===== src/logic/cache_params.svh =====
`ifndef CACHE_PARAMS_SVH
`define CACHE_PARAMS_SVH

// Cache geometry
`define NUM_SETS        16
`define WORDS_PER_LINE  4

// Bus and field widths
`define ADDR_W          32
`define DATA_W          32
`define SET_W           4
`define WORD_W          2

// Tag takes what is left above set, word and byte offsets
`define TAG_W           (`ADDR_W - `SET_W - `WORD_W - 2)

`endif


===== src/logic/cachePkg.sv =====
`include "cache_params.svh"

package cachePkg;

  // Byte address and data word
  typedef logic [`ADDR_W-1:0]   addrT;
  typedef logic [`DATA_W-1:0]   wordT;

  // Address fields
  typedef logic [`TAG_W-1:0]    tagT;
  typedef logic [`SET_W-1:0]    setT;
  typedef logic [`WORD_W-1:0]   wordOffT;

  // One bit per byte lane
  typedef logic [`DATA_W/8-1:0] byteMaskT;

  // Controller FSM
  typedef enum logic [2:0] {
    IDLE,
    LOOKUP,
    WRITEBACK,
    REFILL,
    FLUSHSCAN,
    FLUSHWB
  } ctrlStateT;

endpackage


===== src/logic/wayStatusIf.sv =====
`timescale 1ns/1ps

interface wayStatusIf;

  // Lookup result for both ways of the sampled set
  logic          way0Valid;
  logic          way1Valid;
  logic          way0Dirty;
  logic          way1Dirty;
  cachePkg::tagT way0Tag;
  cachePkg::tagT way1Tag;
  logic          lruWay;

  // Set to present next cycle
  cachePkg::setT lookupSet;

  // Line update and LRU touch, both on the presented set
  logic          updEn;
  logic          updWay;
  cachePkg::tagT updTag;
  logic          updValid;
  logic          updDirty;
  logic          touchEn;
  logic          touchWay;

  modport ctrl (
    input  way0Valid, way1Valid, way0Dirty, way1Dirty, way0Tag, way1Tag, lruWay,
    output lookupSet, updEn, updWay, updTag, updValid, updDirty, touchEn, touchWay
  );

  modport store (
    output way0Valid, way1Valid, way0Dirty, way1Dirty, way0Tag, way1Tag, lruWay,
    input  lookupSet, updEn, updWay, updTag, updValid, updDirty, touchEn, touchWay
  );

endinterface


===== src/logic/tagStore.sv =====
`timescale 1ns/1ps
`include "cache_params.svh"

module tagStore (
  input  logic       clk,
  input  logic       reset,
  wayStatusIf.store  status
);

  cachePkg::tagT tagMem [`NUM_SETS][2];
  logic [1:0]    validBits [`NUM_SETS];
  logic [1:0]    dirtyBits [`NUM_SETS];
  // Least recently used way per set
  logic [`NUM_SETS-1:0] lruBits;
  cachePkg::setT setQ;

  always_ff @(posedge clk or posedge reset) begin
    if (reset) begin
      setQ      <= '0;
      validBits <= '{default: '0};
      dirtyBits <= '{default: '0};
      lruBits   <= '0;
    end else begin
      setQ <= status.lookupSet;
      if (status.updEn) begin
        validBits[setQ][status.updWay] <= status.updValid;
        dirtyBits[setQ][status.updWay] <= status.updDirty;
      end
      // Touched way becomes most recent
      if (status.touchEn) begin
        lruBits[setQ] <= ~status.touchWay;
      end
    end
  end

  always_ff @(posedge clk) begin
    if (status.updEn) begin
      tagMem[setQ][status.updWay] <= status.updTag;
    end
  end

  // Read from the registered set, so an update shows on the next cycle
  assign status.way0Valid = validBits[setQ][0];
  assign status.way1Valid = validBits[setQ][1];
  assign status.way0Dirty = dirtyBits[setQ][0];
  assign status.way1Dirty = dirtyBits[setQ][1];
  assign status.way0Tag   = tagMem[setQ][0];
  assign status.way1Tag   = tagMem[setQ][1];
  assign status.lruWay    = lruBits[setQ];

endmodule


===== src/flat_wrapper.sv =====
// flat-port wrapper written by rule: the top's interface ports become plain ports
module tagStore_flat 
  (clk, reset, status_way0Valid, status_way1Valid, status_way0Dirty, status_way1Dirty, status_way0Tag, status_way1Tag, status_lruWay, status_lookupSet, status_updEn, status_updWay, status_updTag, status_updValid, status_updDirty, status_touchEn, status_touchWay);
  wayStatusIf status_i ();
  input  logic clk;
  input  logic reset;
  output wire logic [$bits(status_i.way0Valid)-1:0] status_way0Valid;
  output wire logic [$bits(status_i.way1Valid)-1:0] status_way1Valid;
  output wire logic [$bits(status_i.way0Dirty)-1:0] status_way0Dirty;
  output wire logic [$bits(status_i.way1Dirty)-1:0] status_way1Dirty;
  output wire logic [$bits(status_i.way0Tag)-1:0] status_way0Tag;
  output wire logic [$bits(status_i.way1Tag)-1:0] status_way1Tag;
  output wire logic [$bits(status_i.lruWay)-1:0] status_lruWay;
  input wire logic [$bits(status_i.lookupSet)-1:0] status_lookupSet;
  input wire logic [$bits(status_i.updEn)-1:0] status_updEn;
  input wire logic [$bits(status_i.updWay)-1:0] status_updWay;
  input wire logic [$bits(status_i.updTag)-1:0] status_updTag;
  input wire logic [$bits(status_i.updValid)-1:0] status_updValid;
  input wire logic [$bits(status_i.updDirty)-1:0] status_updDirty;
  input wire logic [$bits(status_i.touchEn)-1:0] status_touchEn;
  input wire logic [$bits(status_i.touchWay)-1:0] status_touchWay;
  assign status_way0Valid = status_i.way0Valid;
  assign status_way1Valid = status_i.way1Valid;
  assign status_way0Dirty = status_i.way0Dirty;
  assign status_way1Dirty = status_i.way1Dirty;
  assign status_way0Tag = status_i.way0Tag;
  assign status_way1Tag = status_i.way1Tag;
  assign status_lruWay = status_i.lruWay;
  assign status_i.lookupSet = status_lookupSet;
  assign status_i.updEn = status_updEn;
  assign status_i.updWay = status_updWay;
  assign status_i.updTag = status_updTag;
  assign status_i.updValid = status_updValid;
  assign status_i.updDirty = status_updDirty;
  assign status_i.touchEn = status_touchEn;
  assign status_i.touchWay = status_touchWay;
  tagStore u_core (.clk(clk), .reset(reset), .status(status_i));
endmodule

===== config.mk =====
export PLATFORM = sky130hd
export DESIGN_NAME = tagStore_flat
export DESIGN_NICKNAME = d
export VERILOG_FILES = /design/src/logic/cachePkg.sv /design/src/logic/wayStatusIf.sv /design/src/logic/tagStore.sv /design/src/flat_wrapper.sv
export VERILOG_INCLUDE_DIRS = /design/src /design/src/logic
export SDC_FILE = /design/constraint.sdc
export NUM_CORES = 1
export LEC_CHECK = 0
export ABC_CLOCK_PERIOD_IN_PS = 4700
export BUFFER_PORTS_ARGS = -buffer_cell sky130_fd_sc_hd__buf_2
export CAP_MARGIN = 25
export CORE_ASPECT_RATIO = 0.7
export CORE_MARGIN = 2
export CORE_UTILIZATION = 49
export CTS_CLUSTER_DIAMETER = 60
export DETAILED_ROUTE_END_ITERATION = 12
export GPL_TIMING_DRIVEN = 0
export PLACE_DENSITY = 0.72
export RECOVER_POWER = 25
export SKIP_CTS_REPAIR_TIMING = 1
export SYNTH_ARGS = -nofsm -noshare
export SYNTH_HDL_FRONTEND = slang
export SYNTH_SLANG_ARGS = --single-unit

===== constraint.sdc =====
create_clock -name clk -period 4.7 [get_ports clk]
set_clock_uncertainty 0.1 [all_clocks]
set_input_delay 0.47 -clock clk [delete_from_list [all_inputs] [get_ports clk]]
set_output_delay 0.47 -clock clk [all_outputs]
set_load 0.01 [all_outputs]

==> Word-level counts from Yosys, hierarchy flattened <==
Memories as Yosys holds them, arrays and structs flattened.
Cells that the tools add are included.
{ "classes": {"bitwise": 3, "magnitude_cmp": 8, "mux": 21, "n_reduce_logical": 4} }
{ "op_table": {"columns": ["cell", "n"], "rows": [
  ["32-bit bitwise mux", 2],
  ["48-bit 2-to-1 mux", 1],
  ["24-bit demux with 1-bit select", 1],
  ["24-bit 2-to-1 mux", 1],
  ["2-bit binary-select mux with 4-bit select", 2],
  ["16-bit bitwise mux", 1],
  ["2-bit 2-to-1 mux", 5],
  ["2-bit demux with 4-bit select", 1],
  ["5-bit >= comparator (second input constant)", 1],
  ["4-bit by 5-bit < comparator with 1-bit output (second input constant)", 1],
  ["5-bit by 1-bit < comparator with 1-bit output (second input constant)", 1],
  ["4-bit NOT with 5-bit output", 1],
  ["1-bit binary-select mux with 4-bit select", 1],
  ["1-bit demux with 4-bit select", 1],
  ["4-bit by 1-bit >= comparator with 1-bit output (second input constant)", 1],
  ["1-bit logical AND", 4],
  ["1-bit 2-to-1 mux", 4],
  ["2-bit >= comparator (second input constant)", 1],
  ["1-bit by 2-bit < comparator with 1-bit output (second input constant)", 1],
  ["2-bit by 1-bit < comparator with 1-bit output (second input constant)", 1],
  ["1-bit NOT with 2-bit output", 1],
  ["1-bit demux with 1-bit select", 1],
  ["1-bit >= comparator (second input constant)", 1],
  ["1-bit NOT", 1]
]} }
{ "totals": {"output_inout_bits": 53, "n_memories": 1, "in_bits": 36, "regBits": 84, "ram_bits": 768} }
{ "memory_table": {"columns": ["name", "depth", "word_bits", "read_ports", "rd_ports_with_merged_regs", "wr", "line", "rtl"], "rows": [
  ["u_core.tagMem", 16, 48, 1, 0, 1, "tagStore.sv:10", "cachePkg::tagT tagMem [`NUM_SETS][2];"]
]} }

==> Depth between registers and ports, before layout <==
{ "logic_depth": {"depth_word": 7, "ltp_mapped": 6, "mapped_depth_nobuf": 3} }

==> Least setup slack after synthesis <==
OpenSTA, ideal clock, no wires.
{ "synth_timing": {"kind": "in2reg", "from": "input port status_updWay", "to": "register u_core.dirtyBits[24] (netlist bit)", "path_buffers": 0, "path_slack_ps": 2016, "t_arrival_ps": 2457, "cell_stages": 3, "cell_sequence": "or4b_1 nor2_1 mux2_1"} }
{ "synth_between": {"elab_chain_cells": 7, "word_cells_on_any_way": 8, "cone_classes": "2 x order compare; 5 x mux; 1 x reduce/logical"} }
{ "synth_rtl": {"columns": ["item", "line", "rtl"], "rows": [
  ["from (decl)", "flat_wrapper.sv:16", "input wire logic [$bits(status_i.updWay)-1:0] status_updWay;"],
  ["1-bit by 2-bit < comparator with 1-bit output (not written as such) / 1-bit >= comparator (equally long branches)", "tagStore.sv:27", "dirtyBits[setQ][status.updWay] <= status.updDirty;"],
  ["1-bit logical AND (not written as such)", "tagStore.sv:27", null],
  ["1-bit 2-to-1 mux (not written as such)", "tagStore.sv:27", null],
  ["1-bit demux with 1-bit select (*)", null, null],
  ["2-bit 2-to-1 mux (not written as such) (*)", "tagStore.sv:27", null],
  ["2-bit demux with 4-bit select (*)", "tagStore.sv:27", null],
  ["32-bit bitwise mux (*)", "tagStore.sv:27", null],
  ["to (signal, indexed assignment)", "tagStore.sv:27", null],
  ["to (decl)", "tagStore.sv:12", "logic [1:0] dirtyBits [`NUM_SETS];"]
]} }
Every way passes the cells marked *; elsewhere a longest branch is shown, timed or not.
A chain may end at the register's enable or synchronous reset.

==> Final worst setup path <==
{ "layout_timing": {"from": "register u_core.setQ[2]", "to": "output port status_way1Tag[1]"} }
{ "layout_between": {"elab_chain_cells": 1} }
{ "layout_rtl": {"columns": ["item", "line", "rtl"], "rows": [
  ["from (decl)", "tagStore.sv:15", "cachePkg::setT setQ;"],
  ["from (signal assigned)", "tagStore.sv:24", "setQ <= status.lookupSet;"],
  ["memory 16 x 48 bit", null, null],
  ["to (decl)", "flat_wrapper.sv:12", "output wire logic [$bits(status_i.way1Tag)-1:0] status_way1Tag;"]
]} }
Every way passes these cells.

==> run_results.csv <==
group,metric,value,unit
floorplanning,die_w,313,microns
drt,routed_via_density,6.35,
global_routing,grt_pass1_wl,118000,microns
timing,setup_viol,0,
synth,synthDistinctLibCells,35,
finish,insertedDiodeCount,0,
critical_path,critical_path_class,"flip-flop to output pin",
min_path,worst_hold_path_type,"primary input to flip-flop",
cts,cts_root_buffer,"clkbuf_16",
cts,htreeDepth,3,
floorplanning,die_h,220,microns
place,place.gp.congestion,0.799,
floorplanning,initial_utilization,49.4,%
critical_path,path_cells,"buf_2 -> nor2_1 -> clkbuf_1 -> buf_1 -> a22oi_1 -> nand2_1 -> buf_2",
critical_path,rr_worst_depth,7,
synth,synth.ff_latch_count,852,
global_routing,grt_remaining_overflow,0,
global_routing,grt_pass1_vias,16700,
critical_path,endpoint,"status_way1Tag[1]",
critical_path,cp.depth,7,
synth,yosysWarnings,0,
timing,rsz0062_at_grt,"false",
cts,cts_buffer_depth,3,
synth,yosys.area.top_type,"edfxtp_1",
finish,final_util,56.4,%
place,port_buffers,86,
pwr,ir_worst_vdd,0.321,mV
finish,fillers,4755,
pwr,p_leak,0.0123,uW
critical_path,crit_path_max_incr_delay,780,ps
timing,relSlewSlack,9.74,%
synth,postSynthAreaPerCell,22.1,sq um
drt,dr.pass1.iters,6,
global_routing,antenna_found_initial,3,
timing,finalSetupTns,0,ps
drt,vias,16700,
floorplanning,dieArea,69000,sq um
critical_path,start_kind,"flip-flop",
place,place_ws,1280,ps
critical_path,worstPathArrival,3520,ps
critical_path,r2r_start,"u_core.setQ[0]$_DFF_PP0_",
drt,drtIter0Drc,2706,
global_routing,grtUsageTotal,24.6,%
critical_path,startpoint,"u_core.setQ[2]$_DFF_PP0_",
critical_path,crit_buf_inv,4,
critical_path,cp.required,4130,ps
timing,drv_slew,0,
cts,path_clk_slew,70,ps
critical_path,end_kind,"output pin",
cts,cts_tree,"built",
synth,synth.top_cells.by_area,"edfxtp_1 70%, mux4_2 15%, dfrtp_1 6.4%, a22oi_1 2.4%, mux2_1 2.2%",
synth,synth_nets,1522,
job,max_cap_viol_count,0,
cts,cts_made_buffers,75,
timing,finalHoldViolCount,0,
synth,yosysSeqAreaShare,76.7,%
drt,drc_errors,0,
critical_path,crit_family,"buffers and inverters",
finish,drive_gt1_share,27.8,%
finish,area_growth,14.1,%
critical_path,cp_max_fo,10,
pwr,power_per_cell_area,417,nW/um^2
synth,netlist.area_leader.share,70.3,%
timing,fin_ws,610,ps
status,status,"completed",
drt,drt-total-wl,83700,microns
critical_path,r2r_slack,1770,ps
timing,finalCritPeriodShare,87.0,%
place,dp_hpwl,49900,microns
synth,syn_inst,1486,
timing,finalCriticalPeriod,4090,ps
floorplanning,design.core.area,66300,sq um
critical_path,slowest_stage,"clkbuf_1",
critical_path,cpMostUsedCell,"buf_2",
critical_path,reg2reg_to,"u_core.validBits[9]$_DFFE_PP0P_",
floorplanning,rows,79,
timing,timing.fmax,0.244,GHz
cts,clock_sinks,852,
synth,synth_area,32800,sq um
finish,nets,1716,
global_routing,grt_max_degree,59,
drt,wl_per_cell,31.9,microns
timing,tightest_slew,1350,ps
drt,drtAntennaViolNets,0,
cts,clk_latency,610,ps
floorplanning,io_pins,89,
timing,whs,58.6,ps
-- cells by family after synthesis --
family	share of synthesized area (%)
AND/OR/NAND/NOR	1.77
multiplexers	16.8
buffers and inverters	1.69
AO/OA/AOI/OAI	3.00
flip-flops	76.7
-- area by class of cell --
type	count	area [sq um]	share of cell area (%)
sequential	852	25200	67.2
multi-input combinational	528	7190	19.2
clock buffer	98	2040	5.44
tap	891	1110	2.98
timing repair buffer	117	1030	2.76
buffer	90	493	1.32
clock inverter	34	333	0.889
inverter	16	62.6	0.167
-- metrics by stage --
step	total power, uW	cells	area [sq um]
global route	16100	2626	37400
CTS	15700	2619	37400
floorplan	9260	1486	32800
detailed placement	9710	2487	35000
global placement	9640	2463	34300
finish	15600	2626	37400
-- per-layer routing --
metal	wire length, microns	global-route usage, %	vias up
li1	-	-	6620
met1	33000	34.6	8871
met2	38700	37.9	1032
met3	10000	7.50	152
met4	2010	6.52	2
met5	13	0	-
-- registers in the layout, summed over array words and instances (netlist names) --
register	count
u_core.dirtyBits	32
u_core.tagMem	768
u_core.validBits	32
u_core.setQ	4
u_core.lruBits	16
-- how the worst min path moves through the flow --
stage                                                start                                to  slack, ps  depth (start not counted)
final                                      status_updDirty  u_core.dirtyBits[19]$_DFFE_PP0P_         60                          2
after global routing                       status_updDirty  u_core.dirtyBits[19]$_DFFE_PP0P_         50                          2
after CTS                                            reset   u_core.dirtyBits[6]$_DFFE_PP0P_       -250                          2
after detailed placement  u_core.validBits[25]$_DFFE_PP0P_  u_core.validBits[25]$_DFFE_PP0P_        370                          1
after global placement    u_core.dirtyBits[27]$_DFFE_PP0P_  u_core.dirtyBits[27]$_DFFE_PP0P_        360                          1
after floorplan           u_core.dirtyBits[27]$_DFFE_PP0P_  u_core.dirtyBits[27]$_DFFE_PP0P_        350                          1
-- power by group --
group          leakage [uW]  total (uW)  switching [uW]  internal [uW]
logic               0.00321        1030             609            420
registers           0.00798        8530            83.1           8450
clock network       0.00116        6060            2670           3390
total                0.0123       15600            3360          12300
-- cells in the mapped netlist (all sizes together) --
cell type	instances
nand2	68
buf	49
nand4	1
and2	2
nand4bb	2
or2	1
and4bb	3
nand3b	2
inv	16
dfrtp	84
or4b	1
or3	1
o31ai	12
nand3	2
mux4	212
nor2	20
o21ai	12
clkbuf	41
mux2	64
mux2i	1
a31oi	6
edfxtp	768
a22oi	106
nand2b	4
nand4b	3
nor4b	1
nor2b	4
-- cell usage in the layout, fill, tap and decap left out, types with 13 or more instances in the layout --
cell,synthesis,layout
edfxtp_1,768,768
dfrtp_1,84,84
buf_2,19,87
clkbuf_16,0,78
nor2_4,1,19
buf_6,14,14
clkinv_1,0,13
clkbuf_1,41,78
mux2_1,64,64
buf_12,0,19
a22oi_1,106,106
mux4_2,212,212
nand2_1,68,68
(Power assumes the default switching activity.)
