===== src/logic/cache_params.svh =====
`ifndef CACHE_PARAMS_SVH
`define CACHE_PARAMS_SVH

// Cache geometry
`define NUM_SETS        16
`define WORDS_PER_LINE  4

// Bus and field widths
`define ADDR_W          32
`define DATA_W          32
`define SET_W           4
`define WORD_W          2

// Tag takes what is left above set, word and byte offsets
`define TAG_W           (`ADDR_W - `SET_W - `WORD_W - 2)

`endif


===== src/logic/cachePkg.sv =====
`include "cache_params.svh"

package cachePkg;

  // Byte address and data word
  typedef logic [`ADDR_W-1:0]   addrT;
  typedef logic [`DATA_W-1:0]   wordT;

  // Address fields
  typedef logic [`TAG_W-1:0]    tagT;
  typedef logic [`SET_W-1:0]    setT;
  typedef logic [`WORD_W-1:0]   wordOffT;

  // One bit per byte lane
  typedef logic [`DATA_W/8-1:0] byteMaskT;

  // Controller FSM
  typedef enum logic [2:0] {
    IDLE,
    LOOKUP,
    WRITEBACK,
    REFILL,
    FLUSHSCAN,
    FLUSHWB
  } ctrlStateT;

endpackage


===== src/logic/wayStatusIf.sv =====
`timescale 1ns/1ps

interface wayStatusIf;

  // Lookup result for both ways of the sampled set
  logic          way0Valid;
  logic          way1Valid;
  logic          way0Dirty;
  logic          way1Dirty;
  cachePkg::tagT way0Tag;
  cachePkg::tagT way1Tag;
  logic          lruWay;

  // Set to present next cycle
  cachePkg::setT lookupSet;

  // Line update and LRU touch, both on the presented set
  logic          updEn;
  logic          updWay;
  cachePkg::tagT updTag;
  logic          updValid;
  logic          updDirty;
  logic          touchEn;
  logic          touchWay;

  modport ctrl (
    input  way0Valid, way1Valid, way0Dirty, way1Dirty, way0Tag, way1Tag, lruWay,
    output lookupSet, updEn, updWay, updTag, updValid, updDirty, touchEn, touchWay
  );

  modport store (
    output way0Valid, way1Valid, way0Dirty, way1Dirty, way0Tag, way1Tag, lruWay,
    input  lookupSet, updEn, updWay, updTag, updValid, updDirty, touchEn, touchWay
  );

endinterface


===== src/logic/cacheController.sv =====
`timescale 1ns/1ps
`include "cache_params.svh"

module cacheController (
  input  logic               clk,
  input  logic               reset,
  input  logic               cpuValid,
  output logic               cpuReady,
  input  logic               cpuWrite,
  input  cachePkg::addrT     cpuAddr,
  input  cachePkg::wordT     cpuWData,
  input  cachePkg::byteMaskT cpuByteMask,
  output logic               cpuRespValid,
  input  logic               flushValid,
  output logic               flushReady,
  output logic               flushDone,
  output logic               memValid,
  input  logic               memReady,
  output logic               memWrite,
  output cachePkg::addrT     memAddr,
  output cachePkg::wordT     memWData,
  input  cachePkg::wordT     memRData,
  wayStatusIf.ctrl           status,
  output cachePkg::setT      dataSet,
  output logic               dataWay,
  output cachePkg::wordOffT  dataWordOff,
  output logic               dataWe,
  output cachePkg::byteMaskT dataByteMask,
  output cachePkg::wordT     dataWData,
  input  cachePkg::wordT     dataRData
);

  cachePkg::ctrlStateT state, nextState;

  // Request register
  cachePkg::addrT     reqAddr;
  logic               reqWrite;
  cachePkg::wordT     reqWData;
  cachePkg::byteMaskT reqMask;

  cachePkg::wordOffT beat;
  cachePkg::setT     flushSet;
  logic              flushWay;
  logic [`SET_W:0]   flushNext;
  logic              victimWay;
  cachePkg::tagT     victimTag;

  cachePkg::setT     cpuSet, reqSet;
  cachePkg::wordOffT cpuOff, reqOff, refillOff;
  cachePkg::tagT     reqTag, missTag, scanTag;
  logic cpuFire, flushFire, memFire, lastBeat;
  logic hit0, hit1, hit, hitWay;
  logic missWay, missDirty, scanDirty, flushLast;

  assign cpuSet = cpuAddr[`WORD_W+2 +: `SET_W];
  assign cpuOff = cpuAddr[2 +: `WORD_W];
  assign reqSet = reqAddr[`WORD_W+2 +: `SET_W];
  assign reqOff = reqAddr[2 +: `WORD_W];
  assign reqTag = reqAddr[`ADDR_W-1 -: `TAG_W];

  assign cpuFire   = cpuValid & cpuReady;
  assign flushFire = flushValid & flushReady;
  assign memFire   = memValid & memReady;
  assign lastBeat  = memFire & (beat == '1);

  // Hit per way
  assign hit0   = status.way0Valid & (status.way0Tag == reqTag);
  assign hit1   = status.way1Valid & (status.way1Tag == reqTag);
  assign hit    = hit0 | hit1;
  assign hitWay = hit1;

  // Victim: an empty way first, else the LRU way
  assign missWay   = ~status.way0Valid ? 1'b0 :
                     ~status.way1Valid ? 1'b1 : status.lruWay;
  assign missTag   = missWay ? status.way1Tag : status.way0Tag;
  assign missDirty = missWay ? (status.way1Valid & status.way1Dirty)
                             : (status.way0Valid & status.way0Dirty);

  // Line under the flush scan
  assign scanTag   = flushWay ? status.way1Tag : status.way0Tag;
  assign scanDirty = flushWay ? (status.way1Valid & status.way1Dirty)
                              : (status.way0Valid & status.way0Dirty);
  assign flushLast = (flushSet == '1) & flushWay;
  assign flushNext = {flushSet, flushWay} + 1'b1;

  // Refill wraps so the requested word lands last
  assign refillOff = reqOff + beat + 2'd1;

  always_comb begin
    nextState = state;
    case (state)
      cachePkg::IDLE: begin
        if (flushFire) nextState = cachePkg::FLUSHSCAN;
        else if (cpuFire) nextState = cachePkg::LOOKUP;
      end
      cachePkg::LOOKUP: begin
        if (hit) nextState = cachePkg::IDLE;
        else if (missDirty) nextState = cachePkg::WRITEBACK;
        else nextState = cachePkg::REFILL;
      end
      cachePkg::WRITEBACK: if (lastBeat) nextState = cachePkg::REFILL;
      cachePkg::REFILL:    if (lastBeat) nextState = cachePkg::LOOKUP;
      cachePkg::FLUSHSCAN: begin
        if (scanDirty) nextState = cachePkg::FLUSHWB;
        else if (flushLast) nextState = cachePkg::IDLE;
      end
      cachePkg::FLUSHWB:   if (lastBeat) nextState = cachePkg::FLUSHSCAN;
      default:             nextState = cachePkg::IDLE;
    endcase
  end

  always_ff @(posedge clk or posedge reset) begin
    if (reset) begin
      state     <= cachePkg::IDLE;
      beat      <= '0;
      flushSet  <= '0;
      flushWay  <= 1'b0;
      victimWay <= 1'b0;
    end else begin
      state <= nextState;
      // Bursts are always four beats, so the counter wraps on its own
      if (memFire) beat <= beat + 1'b1;
      if (flushFire) begin
        {flushSet, flushWay} <= '0;
      end else if (state == cachePkg::FLUSHSCAN && !scanDirty) begin
        {flushSet, flushWay} <= flushNext;
      end
      if (state == cachePkg::LOOKUP && !hit) victimWay <= missWay;
    end
  end

  always_ff @(posedge clk) begin
    if (cpuFire) begin
      reqAddr  <= cpuAddr;
      reqWrite <= cpuWrite;
      reqWData <= cpuWData;
      reqMask  <= cpuByteMask;
    end
    if (state == cachePkg::LOOKUP && !hit) victimTag <= missTag;
  end

  assign cpuReady     = (state == cachePkg::IDLE) & ~flushValid;
  assign flushReady   = (state == cachePkg::IDLE);
  assign cpuRespValid = (state == cachePkg::LOOKUP) & hit;
  assign flushDone    = (state == cachePkg::FLUSHSCAN) & ~scanDirty & flushLast;
  assign memValid     = (state == cachePkg::WRITEBACK) | (state == cachePkg::REFILL) |
                        (state == cachePkg::FLUSHWB);
  assign memWrite     = (state == cachePkg::WRITEBACK) | (state == cachePkg::FLUSHWB);
  assign memWData     = dataRData;

  always_comb begin
    memAddr          = {reqTag, reqSet, refillOff, 2'b00};
    status.lookupSet = reqSet;
    status.updEn     = 1'b0;
    status.updWay    = victimWay;
    status.updTag    = reqTag;
    status.updValid  = 1'b1;
    status.updDirty  = 1'b0;
    status.touchEn   = 1'b0;
    status.touchWay  = hitWay;
    dataSet          = reqSet;
    dataWay          = victimWay;
    // Writeback reads one word ahead of the beat being sent
    dataWordOff      = memFire ? beat + 2'd1 : beat;
    dataWe           = 1'b0;
    dataByteMask     = '1;
    dataWData        = memRData;
    case (state)
      cachePkg::IDLE: begin
        status.lookupSet = flushValid ? '0 : cpuSet;
        dataSet          = cpuSet;
        dataWordOff      = cpuOff;
      end
      cachePkg::LOOKUP: begin
        dataWay     = hit ? hitWay : missWay;
        dataWordOff = hit ? reqOff : '0;
        if (hit) begin
          status.touchEn = 1'b1;
          if (reqWrite) begin
            dataWe          = 1'b1;
            dataByteMask    = reqMask;
            dataWData       = reqWData;
            status.updEn    = 1'b1;
            status.updWay   = hitWay;
            status.updDirty = 1'b1;
          end
        end
      end
      cachePkg::WRITEBACK: memAddr = {victimTag, reqSet, beat, 2'b00};
      cachePkg::REFILL: begin
        dataWordOff  = refillOff;
        dataWe       = memFire;
        status.updEn = lastBeat;
      end
      cachePkg::FLUSHSCAN: begin
        status.lookupSet = scanDirty ? flushSet : flushNext[`SET_W:1];
        dataSet          = flushSet;
        dataWay          = flushWay;
        dataWordOff      = '0;
        // Clean or empty line, just invalidate
        status.updEn     = ~scanDirty;
        status.updWay    = flushWay;
        status.updTag    = scanTag;
        status.updValid  = 1'b0;
      end
      cachePkg::FLUSHWB: begin
        memAddr          = {scanTag, flushSet, beat, 2'b00};
        status.lookupSet = flushSet;
        dataSet          = flushSet;
        dataWay          = flushWay;
        status.updEn     = lastBeat;
        status.updWay    = flushWay;
        status.updTag    = scanTag;
        status.updValid  = 1'b0;
      end
      default: ;
    endcase
  end

endmodule


===== src/flat_wrapper.sv =====
// flat-port wrapper written by rule: the top's interface ports become plain ports
module cacheController_flat 
  (clk, reset, cpuValid, cpuReady, cpuWrite, cpuAddr, cpuWData, cpuByteMask, cpuRespValid, flushValid, flushReady, flushDone, memValid, memReady, memWrite, memAddr, memWData, memRData, dataSet, dataWay, dataWordOff, dataWe, dataByteMask, dataWData, dataRData, status_way0Valid, status_way1Valid, status_way0Dirty, status_way1Dirty, status_way0Tag, status_way1Tag, status_lruWay, status_lookupSet, status_updEn, status_updWay, status_updTag, status_updValid, status_updDirty, status_touchEn, status_touchWay);
  wayStatusIf status_i ();
  input  logic clk;
  input  logic reset;
  input  logic cpuValid;
  output logic cpuReady;
  input  logic cpuWrite;
  input  cachePkg::addrT cpuAddr;
  input  cachePkg::wordT cpuWData;
  input  cachePkg::byteMaskT cpuByteMask;
  output logic cpuRespValid;
  input  logic flushValid;
  output logic flushReady;
  output logic flushDone;
  output logic memValid;
  input  logic memReady;
  output logic memWrite;
  output cachePkg::addrT memAddr;
  output cachePkg::wordT memWData;
  input  cachePkg::wordT memRData;
  output cachePkg::setT dataSet;
  output logic dataWay;
  output cachePkg::wordOffT dataWordOff;
  output logic dataWe;
  output cachePkg::byteMaskT dataByteMask;
  output cachePkg::wordT dataWData;
  input  cachePkg::wordT dataRData;
  input wire logic [$bits(status_i.way0Valid)-1:0] status_way0Valid;
  input wire logic [$bits(status_i.way1Valid)-1:0] status_way1Valid;
  input wire logic [$bits(status_i.way0Dirty)-1:0] status_way0Dirty;
  input wire logic [$bits(status_i.way1Dirty)-1:0] status_way1Dirty;
  input wire logic [$bits(status_i.way0Tag)-1:0] status_way0Tag;
  input wire logic [$bits(status_i.way1Tag)-1:0] status_way1Tag;
  input wire logic [$bits(status_i.lruWay)-1:0] status_lruWay;
  output wire logic [$bits(status_i.lookupSet)-1:0] status_lookupSet;
  output wire logic [$bits(status_i.updEn)-1:0] status_updEn;
  output wire logic [$bits(status_i.updWay)-1:0] status_updWay;
  output wire logic [$bits(status_i.updTag)-1:0] status_updTag;
  output wire logic [$bits(status_i.updValid)-1:0] status_updValid;
  output wire logic [$bits(status_i.updDirty)-1:0] status_updDirty;
  output wire logic [$bits(status_i.touchEn)-1:0] status_touchEn;
  output wire logic [$bits(status_i.touchWay)-1:0] status_touchWay;
  assign status_i.way0Valid = status_way0Valid;
  assign status_i.way1Valid = status_way1Valid;
  assign status_i.way0Dirty = status_way0Dirty;
  assign status_i.way1Dirty = status_way1Dirty;
  assign status_i.way0Tag = status_way0Tag;
  assign status_i.way1Tag = status_way1Tag;
  assign status_i.lruWay = status_lruWay;
  assign status_lookupSet = status_i.lookupSet;
  assign status_updEn = status_i.updEn;
  assign status_updWay = status_i.updWay;
  assign status_updTag = status_i.updTag;
  assign status_updValid = status_i.updValid;
  assign status_updDirty = status_i.updDirty;
  assign status_touchEn = status_i.touchEn;
  assign status_touchWay = status_i.touchWay;
  cacheController u_core (.clk(clk), .reset(reset), .cpuValid(cpuValid), .cpuReady(cpuReady), .cpuWrite(cpuWrite), .cpuAddr(cpuAddr), .cpuWData(cpuWData), .cpuByteMask(cpuByteMask), .cpuRespValid(cpuRespValid), .flushValid(flushValid), .flushReady(flushReady), .flushDone(flushDone), .memValid(memValid), .memReady(memReady), .memWrite(memWrite), .memAddr(memAddr), .memWData(memWData), .memRData(memRData), .status(status_i), .dataSet(dataSet), .dataWay(dataWay), .dataWordOff(dataWordOff), .dataWe(dataWe), .dataByteMask(dataByteMask), .dataWData(dataWData), .dataRData(dataRData));
endmodule

===== config.mk =====
export PLATFORM = sky130hd
export DESIGN_NAME = cacheController_flat
export DESIGN_NICKNAME = d
export VERILOG_FILES = /design/src/logic/cachePkg.sv /design/src/logic/wayStatusIf.sv /design/src/logic/cacheController.sv /design/src/flat_wrapper.sv
export VERILOG_INCLUDE_DIRS = /design/src /design/src/logic
export SDC_FILE = /design/constraint.sdc
export NUM_CORES = 1
export LEC_CHECK = 0
export BUFFER_PORTS_ARGS = -buffer_cell sky130_fd_sc_hd__buf_2
export CAP_MARGIN = 20
export CORE_AREA = 4 4 131 133
export CTS_CLUSTER_SIZE = 16
export DETAILED_ROUTE_END_ITERATION = 8
export DIE_AREA = 0 0 135 137
export PLACE_DENSITY = 0.78
export SYNTH_ARGS = -nofsm -noshare
export SYNTH_HDL_FRONTEND = slang
export SYNTH_SLANG_ARGS = --single-unit

===== constraint.sdc =====
create_clock -name clk -period 3.68 [get_ports clk]
set_input_delay 0.736 -clock clk [delete_from_list [all_inputs] [get_ports clk]]
set_output_delay 0.736 -clock clk [all_outputs]
set_load 0.1 [all_outputs]

Word level (Yosys, flattened, before mapping). Cells that the tools add are included.

Memory bits (writable): 0. Word-level logic and storage cells: 104. Memory bits (read-only): 0. Output and inout bits: 148. Bits in latches: 0. Memories: 0. Bits in registers: 104.

Div/mod/pow operators: 0. Multipliers: 0. Magnitude comparators: 0. Add/subtract/negate cells: 4. Equal/unequal tests: 14. Mux-type cells: 48. Reduce and logical (&&, ||, !) cells: 9. Bitwise operators: 19. Shift-type cells: 0.

Operators by type and width (number): 32-bit 2-to-1 mux (3); 24-bit 2-to-1 mux (3); 32-bit case mux with 2 select lines (1); 24-bit equality test (2); 4-bit 2-to-1 mux (7); 3-bit 2-to-1 mux (8); 3-bit case mux with 6 select lines (1); 1-bit 2-to-1 mux (16); 1-bit bitwise AND (13); 4-bit case mux with 3 select lines (1); 2-bit case mux with 4 select lines (1); 4-bit case mux with 2 select lines (1); 3-bit by 2-bit equality test with 1-bit output, second input constant (2); 3-bit equality test, second input constant (2); 2-bit by 1-bit != test with 1-bit output, second input constant (3); 1-bit case mux with 2 select lines (3); 5-bit by 1-bit adder with 5-bit output, second input constant (1); 5-bit AND reduction (1); 2-bit by 1-bit adder with 2-bit output, second input constant (2); 4-bit equality test, second input constant (1); 2-bit 2-to-1 mux (2); 1-bit bitwise OR (4); 2-bit OR reduction (2); 3-bit by 1-bit equality test with 1-bit output, second input constant (1); 10 further kinds (13).

Longest topological paths before layout.
Word-level depth: 7. Mapped depth: 9. Gate-level depth less buffers: 6.

Worst setup path before layout. OpenSTA, ideal clock, no wires.

Path type: input port to flip-flop. From: in flushValid. To: reg u_core.reqAddr[10], enable pin. Setup time: 431 ps. Slack: -2343 ps. Path buffers: 0. Data arrival time: 5592 ps. Cell stages on the path: 2. Cell sequence: nor4_1 and2_1.

Cells in the longest elaborated chain, start to end: 3.

Ends and longest elaborated chain: start: declaration (line flat_wrapper.sv:14) `input logic flushValid;`; 1-bit inverter (line cacheController.sv:142) `assign cpuReady = (state == cachePkg::IDLE) & ~flushValid;`; 1-bit bitwise AND (line cacheController.sv:142); 1-bit bitwise AND (line cacheController.sv:61) `assign cpuFire = cpuValid & cpuReady;`; via u_core.cpuFire (line cacheController.sv:51) `logic cpuFire, flushFire, memFire, lastBeat;`; end signal: assignment (line cacheController.sv:134) `reqAddr <= cpuAddr;`; end: declaration (line cacheController.sv:36) `cachePkg::addrT reqAddr;`.

The timed path passes the listed nets, and every way through them passes these cells. A chain may end at the register's enable or synchronous reset.

Worst setup path in the final report.
From: in status_way1Tag[8]. To: out dataWData[21].

Cells in the longest elaborated chain, start to end: 5.

Ends and longest elaborated chain: start: declaration (line flat_wrapper.sv:35) `input wire logic [$bits(status_i.way1Tag)-1:0] status_way1Tag;`; 24-bit equality test (line cacheController.sv:68) `assign hit1 = status.way1Valid & (status.way1Tag == reqTag);`; 1-bit bitwise AND (line cacheController.sv:68); 1-bit bitwise OR (line cacheController.sv:69) `assign hit = hit0 | hit1;`; 32-bit 2-to-1 mux (line cacheController.sv:177) `if (hit) begin`; 32-bit 2-to-1 mux (line cacheController.sv:168) `case (state)`; end: declaration (line flat_wrapper.sv:28) `output cachePkg::wordT dataWData;`.

Every way passes these cells.

==> qor.yml <==
status: "complete, but fails checks"
violations: "negative setup slack"
setup_viol: 11
synth-seq-cells: 102
htreeDepth: 3
drt_iter0_drc: 395
multi_input_area_mm2: 0.00310
numClockSinks: 102
maxCapViolations: 0
yosys.area.top_type: "edfxtp_1"
critPathTopFamily: "buffers and inverters"
die_w_um: 135
reg2reg_to: "u_core.state[0]$_DFFE_PP0P_"
dp_hpwl_um: 15700
endpoint: "dataWData[21]"
yosysWarnings: 0
place_congestion: 0.912
numPortBuffers: 270
crit_fanout: 8
regArea_mm2: 0.00301
slew_headroom_pct: 33.7
cp.required_ps: 2940
path_buf_inv: 5
cts_tree: "done"
final_util_pct: 58.3
grt_start_max_net_pins: 68
fill_cells: 1332
arrival_ps: 2960
powerDensity_mw_per_mm2: 843
timing.reg2reg.setup_slack_ps: 1180
vias_per_cell: 5.27
wl_um: 20900
synth_cells: 579
grtUsageTotal_pct: 21.5
worstSetupEndpointType: "primary output"
drive_gt1_share_pct: 48.8
max_freq_mhz: 271
synth_common_cells: "edfxtp_1, nor2_1, mux2_2"
cts_buffer_depth: 2
synth_most_common_cell: "edfxtp_1"
r2r-start: "u_core.state[1]$_DFFE_PP0P_"
synth.area.top_cells: "edfxtp_1, mux2_2, mux2i_1"
dr.pass1.iters: 5
crit_top_cell: "buf_12"
worstSetupPathDepth: 11
ios: 339
use_met1_pct: 26.5
critPathLaunchType: "input port"
dpl_cell_area_mm2: 0.00876
skew_ps: 11.1
synth_async_sr_flop_share_pct: 10.8
cts_buffers: 9
nets: 1023
critPathKind: "in2out"
reg2reg_depth: 8
cts.clk_slew.worst_paths_ps: 70
syn_area_mm2: 0.00645
cts-root-buf: "clkbuf_16"
fin_ws_ps: -14.9
clk_latency_ps: 350
vias: 5550
ys_seq_area_share_pct: 46.7
critPathMaxStageDelay_ps: 400
antenna_left: 0
die_area_mm2: 0.0185
synth_edf_count: 91
post-route-period-util_pct: 100
initial_core_util_pct: 40.7
grt_pass1_vias: 5683
use_met2_pct: 36.0
startpoint: "status_way1Tag[8]"
wl_per_cell_um: 19.8
p_leak_nw: 3.78
synth.distinct_cells: 52
ys.flop_type: "edfxtp_1"
synthToLayoutAreaGrowth_pct: 43.3
grt_pass1_wl_um: 30600
drc: 0
row_count: 46
grt_use_met3_pct: 5.11
cpMaxStageDelayCell: "nor4_2"
crit_path_cell_trace: "buf_2, xor2_1, nor4_2, buf_4, nand3_4, a2bb2o_4, and3_4, buf_8, buf_12, mux2_4, buf_12"
period_minus_slack_ps: 3690
core-area_mm2: 0.0158
grt_antenna_before_repair: 5
worst_pin_slew_ps: 994
fin_area_mm2: 0.00924
fin_tns_setup_ps: -72.4
ir_drop_v: 0.00104
top_usage_layer: "met2"
hold_violations: 0
die_h_um: 137
hold_class: "in2async"
syn_avg_cell_area_um2: 11.1
overflow: 0
synth_top_area_share_pct: 42.4
dp_slack_ps: -164
slew_viol_final: 0
==> kinds of logic after synthesis <==
family,after synthesis,share of synthesized area [%]
muxes,89,15.6
AOI/OAI and AO/OA,106,11.6
DFF,102,46.7
other,1,0.0582
and+or+nand+nor,139,9.90
buffers and inverters,80,7.59
xor gates and xnor gates,59,8.02
adders and majority gates,3,0.582
==> power breakdown <==
group	leakage, nW	total, mW	switching, mW	internal [mW]
combinational	2.67	5.26	3.70	1.56
clock	0.137	0.936	0.468	0.468
sequential	0.969	1.59	0.127	1.46
==> metrics by stage <==
stage                     hold WS, ps  power [mW]  cells
after floorplan                   495        5.35    580
after global placement            530        6.81   1024
after detailed placement          542        6.86   1024
after CTS                         406        7.81   1044
after global routing              419        8.05   1054
final                             398        7.78   1054
==> worst min path at each step <==
stage,startpoint,end,slack (ps),cells past startpoint
2_1_floorplan,u_core.victimWay$_DFFE_PP0P_,u_core.victimWay$_DFFE_PP0P_,490,2
3_3_place_gp,u_core.victimWay$_DFFE_PP0P_,u_core.victimWay$_DFFE_PP0P_,530,2
3_5_place_dp,u_core.victimWay$_DFFE_PP0P_,u_core.victimWay$_DFFE_PP0P_,540,2
4_1_cts,reset,u_core.beat[0]$_DFF_PP0_,410,2
5_1_grt,reset,u_core.victimWay$_DFFE_PP0P_,420,2
6_report,reset,u_core.victimWay$_DFFE_PP0P_,400,2
==> per-layer routing <==
metal	wire length (um)	vias up
li1	-	2606
met1	8120	2641
met2	10500	259
met3	1680	42
met4	630	2
met5	13	-
==> repair_timing <==
item / CTS / global route
pin swaps: 2 / 7
buffers inserted: 4 / 6
resized for setup: 9 / 32
hold buffers: 0 / 0
endpoints found under the setup margin: 32 / 31
gates cloned: 0 / 0
==> cell usage in the layout (no fill, tap or decap), types with 4 or more instances in the layout <==
master and instances:
inv_1 9, a221o_1 22, xor2_1 31, nor3_1 5, buf_4 52, dfrtp_1 11, nand2b_1 5, mux2_2 47
a21oi_1 31, xnor2_1 26, nand4_1 8, clkbuf_16 9, nand3_1 6, edfxtp_1 91, o21ai_0 11, mux2_1 4
a21oi_2 4, mux2i_1 28, nor2_1 62, mux2_4 10, buf_2 198, diode_2 4, nor4_2 4, nand2_1 31
a22oi_1 9, buf_12 56
==> sequential cells by signal (all words and copies together), names as in the netlist, 2 cells and up <==
register          cells
u_core.flushSet       4
u_core.beat           2
u_core.state          3
u_core.reqAddr       30
u_core.reqWData      32
u_core.reqMask        4
u_core.victimTag     24
==> area by class of cell <==
cell class | count | share of cell area [%]
clock inverters | 7 | 0.637
flip-flops and latches | 102 | 32.6
clock buffers | 9 | 2.44
multi-input cells | 398 | 33.5
diodes | 4 | 0.108
inverters | 10 | 0.406
repair buffers | 308 | 27.4
well taps | 216 | 2.93
No activity file was read; power rests on OpenSTA's default activity.
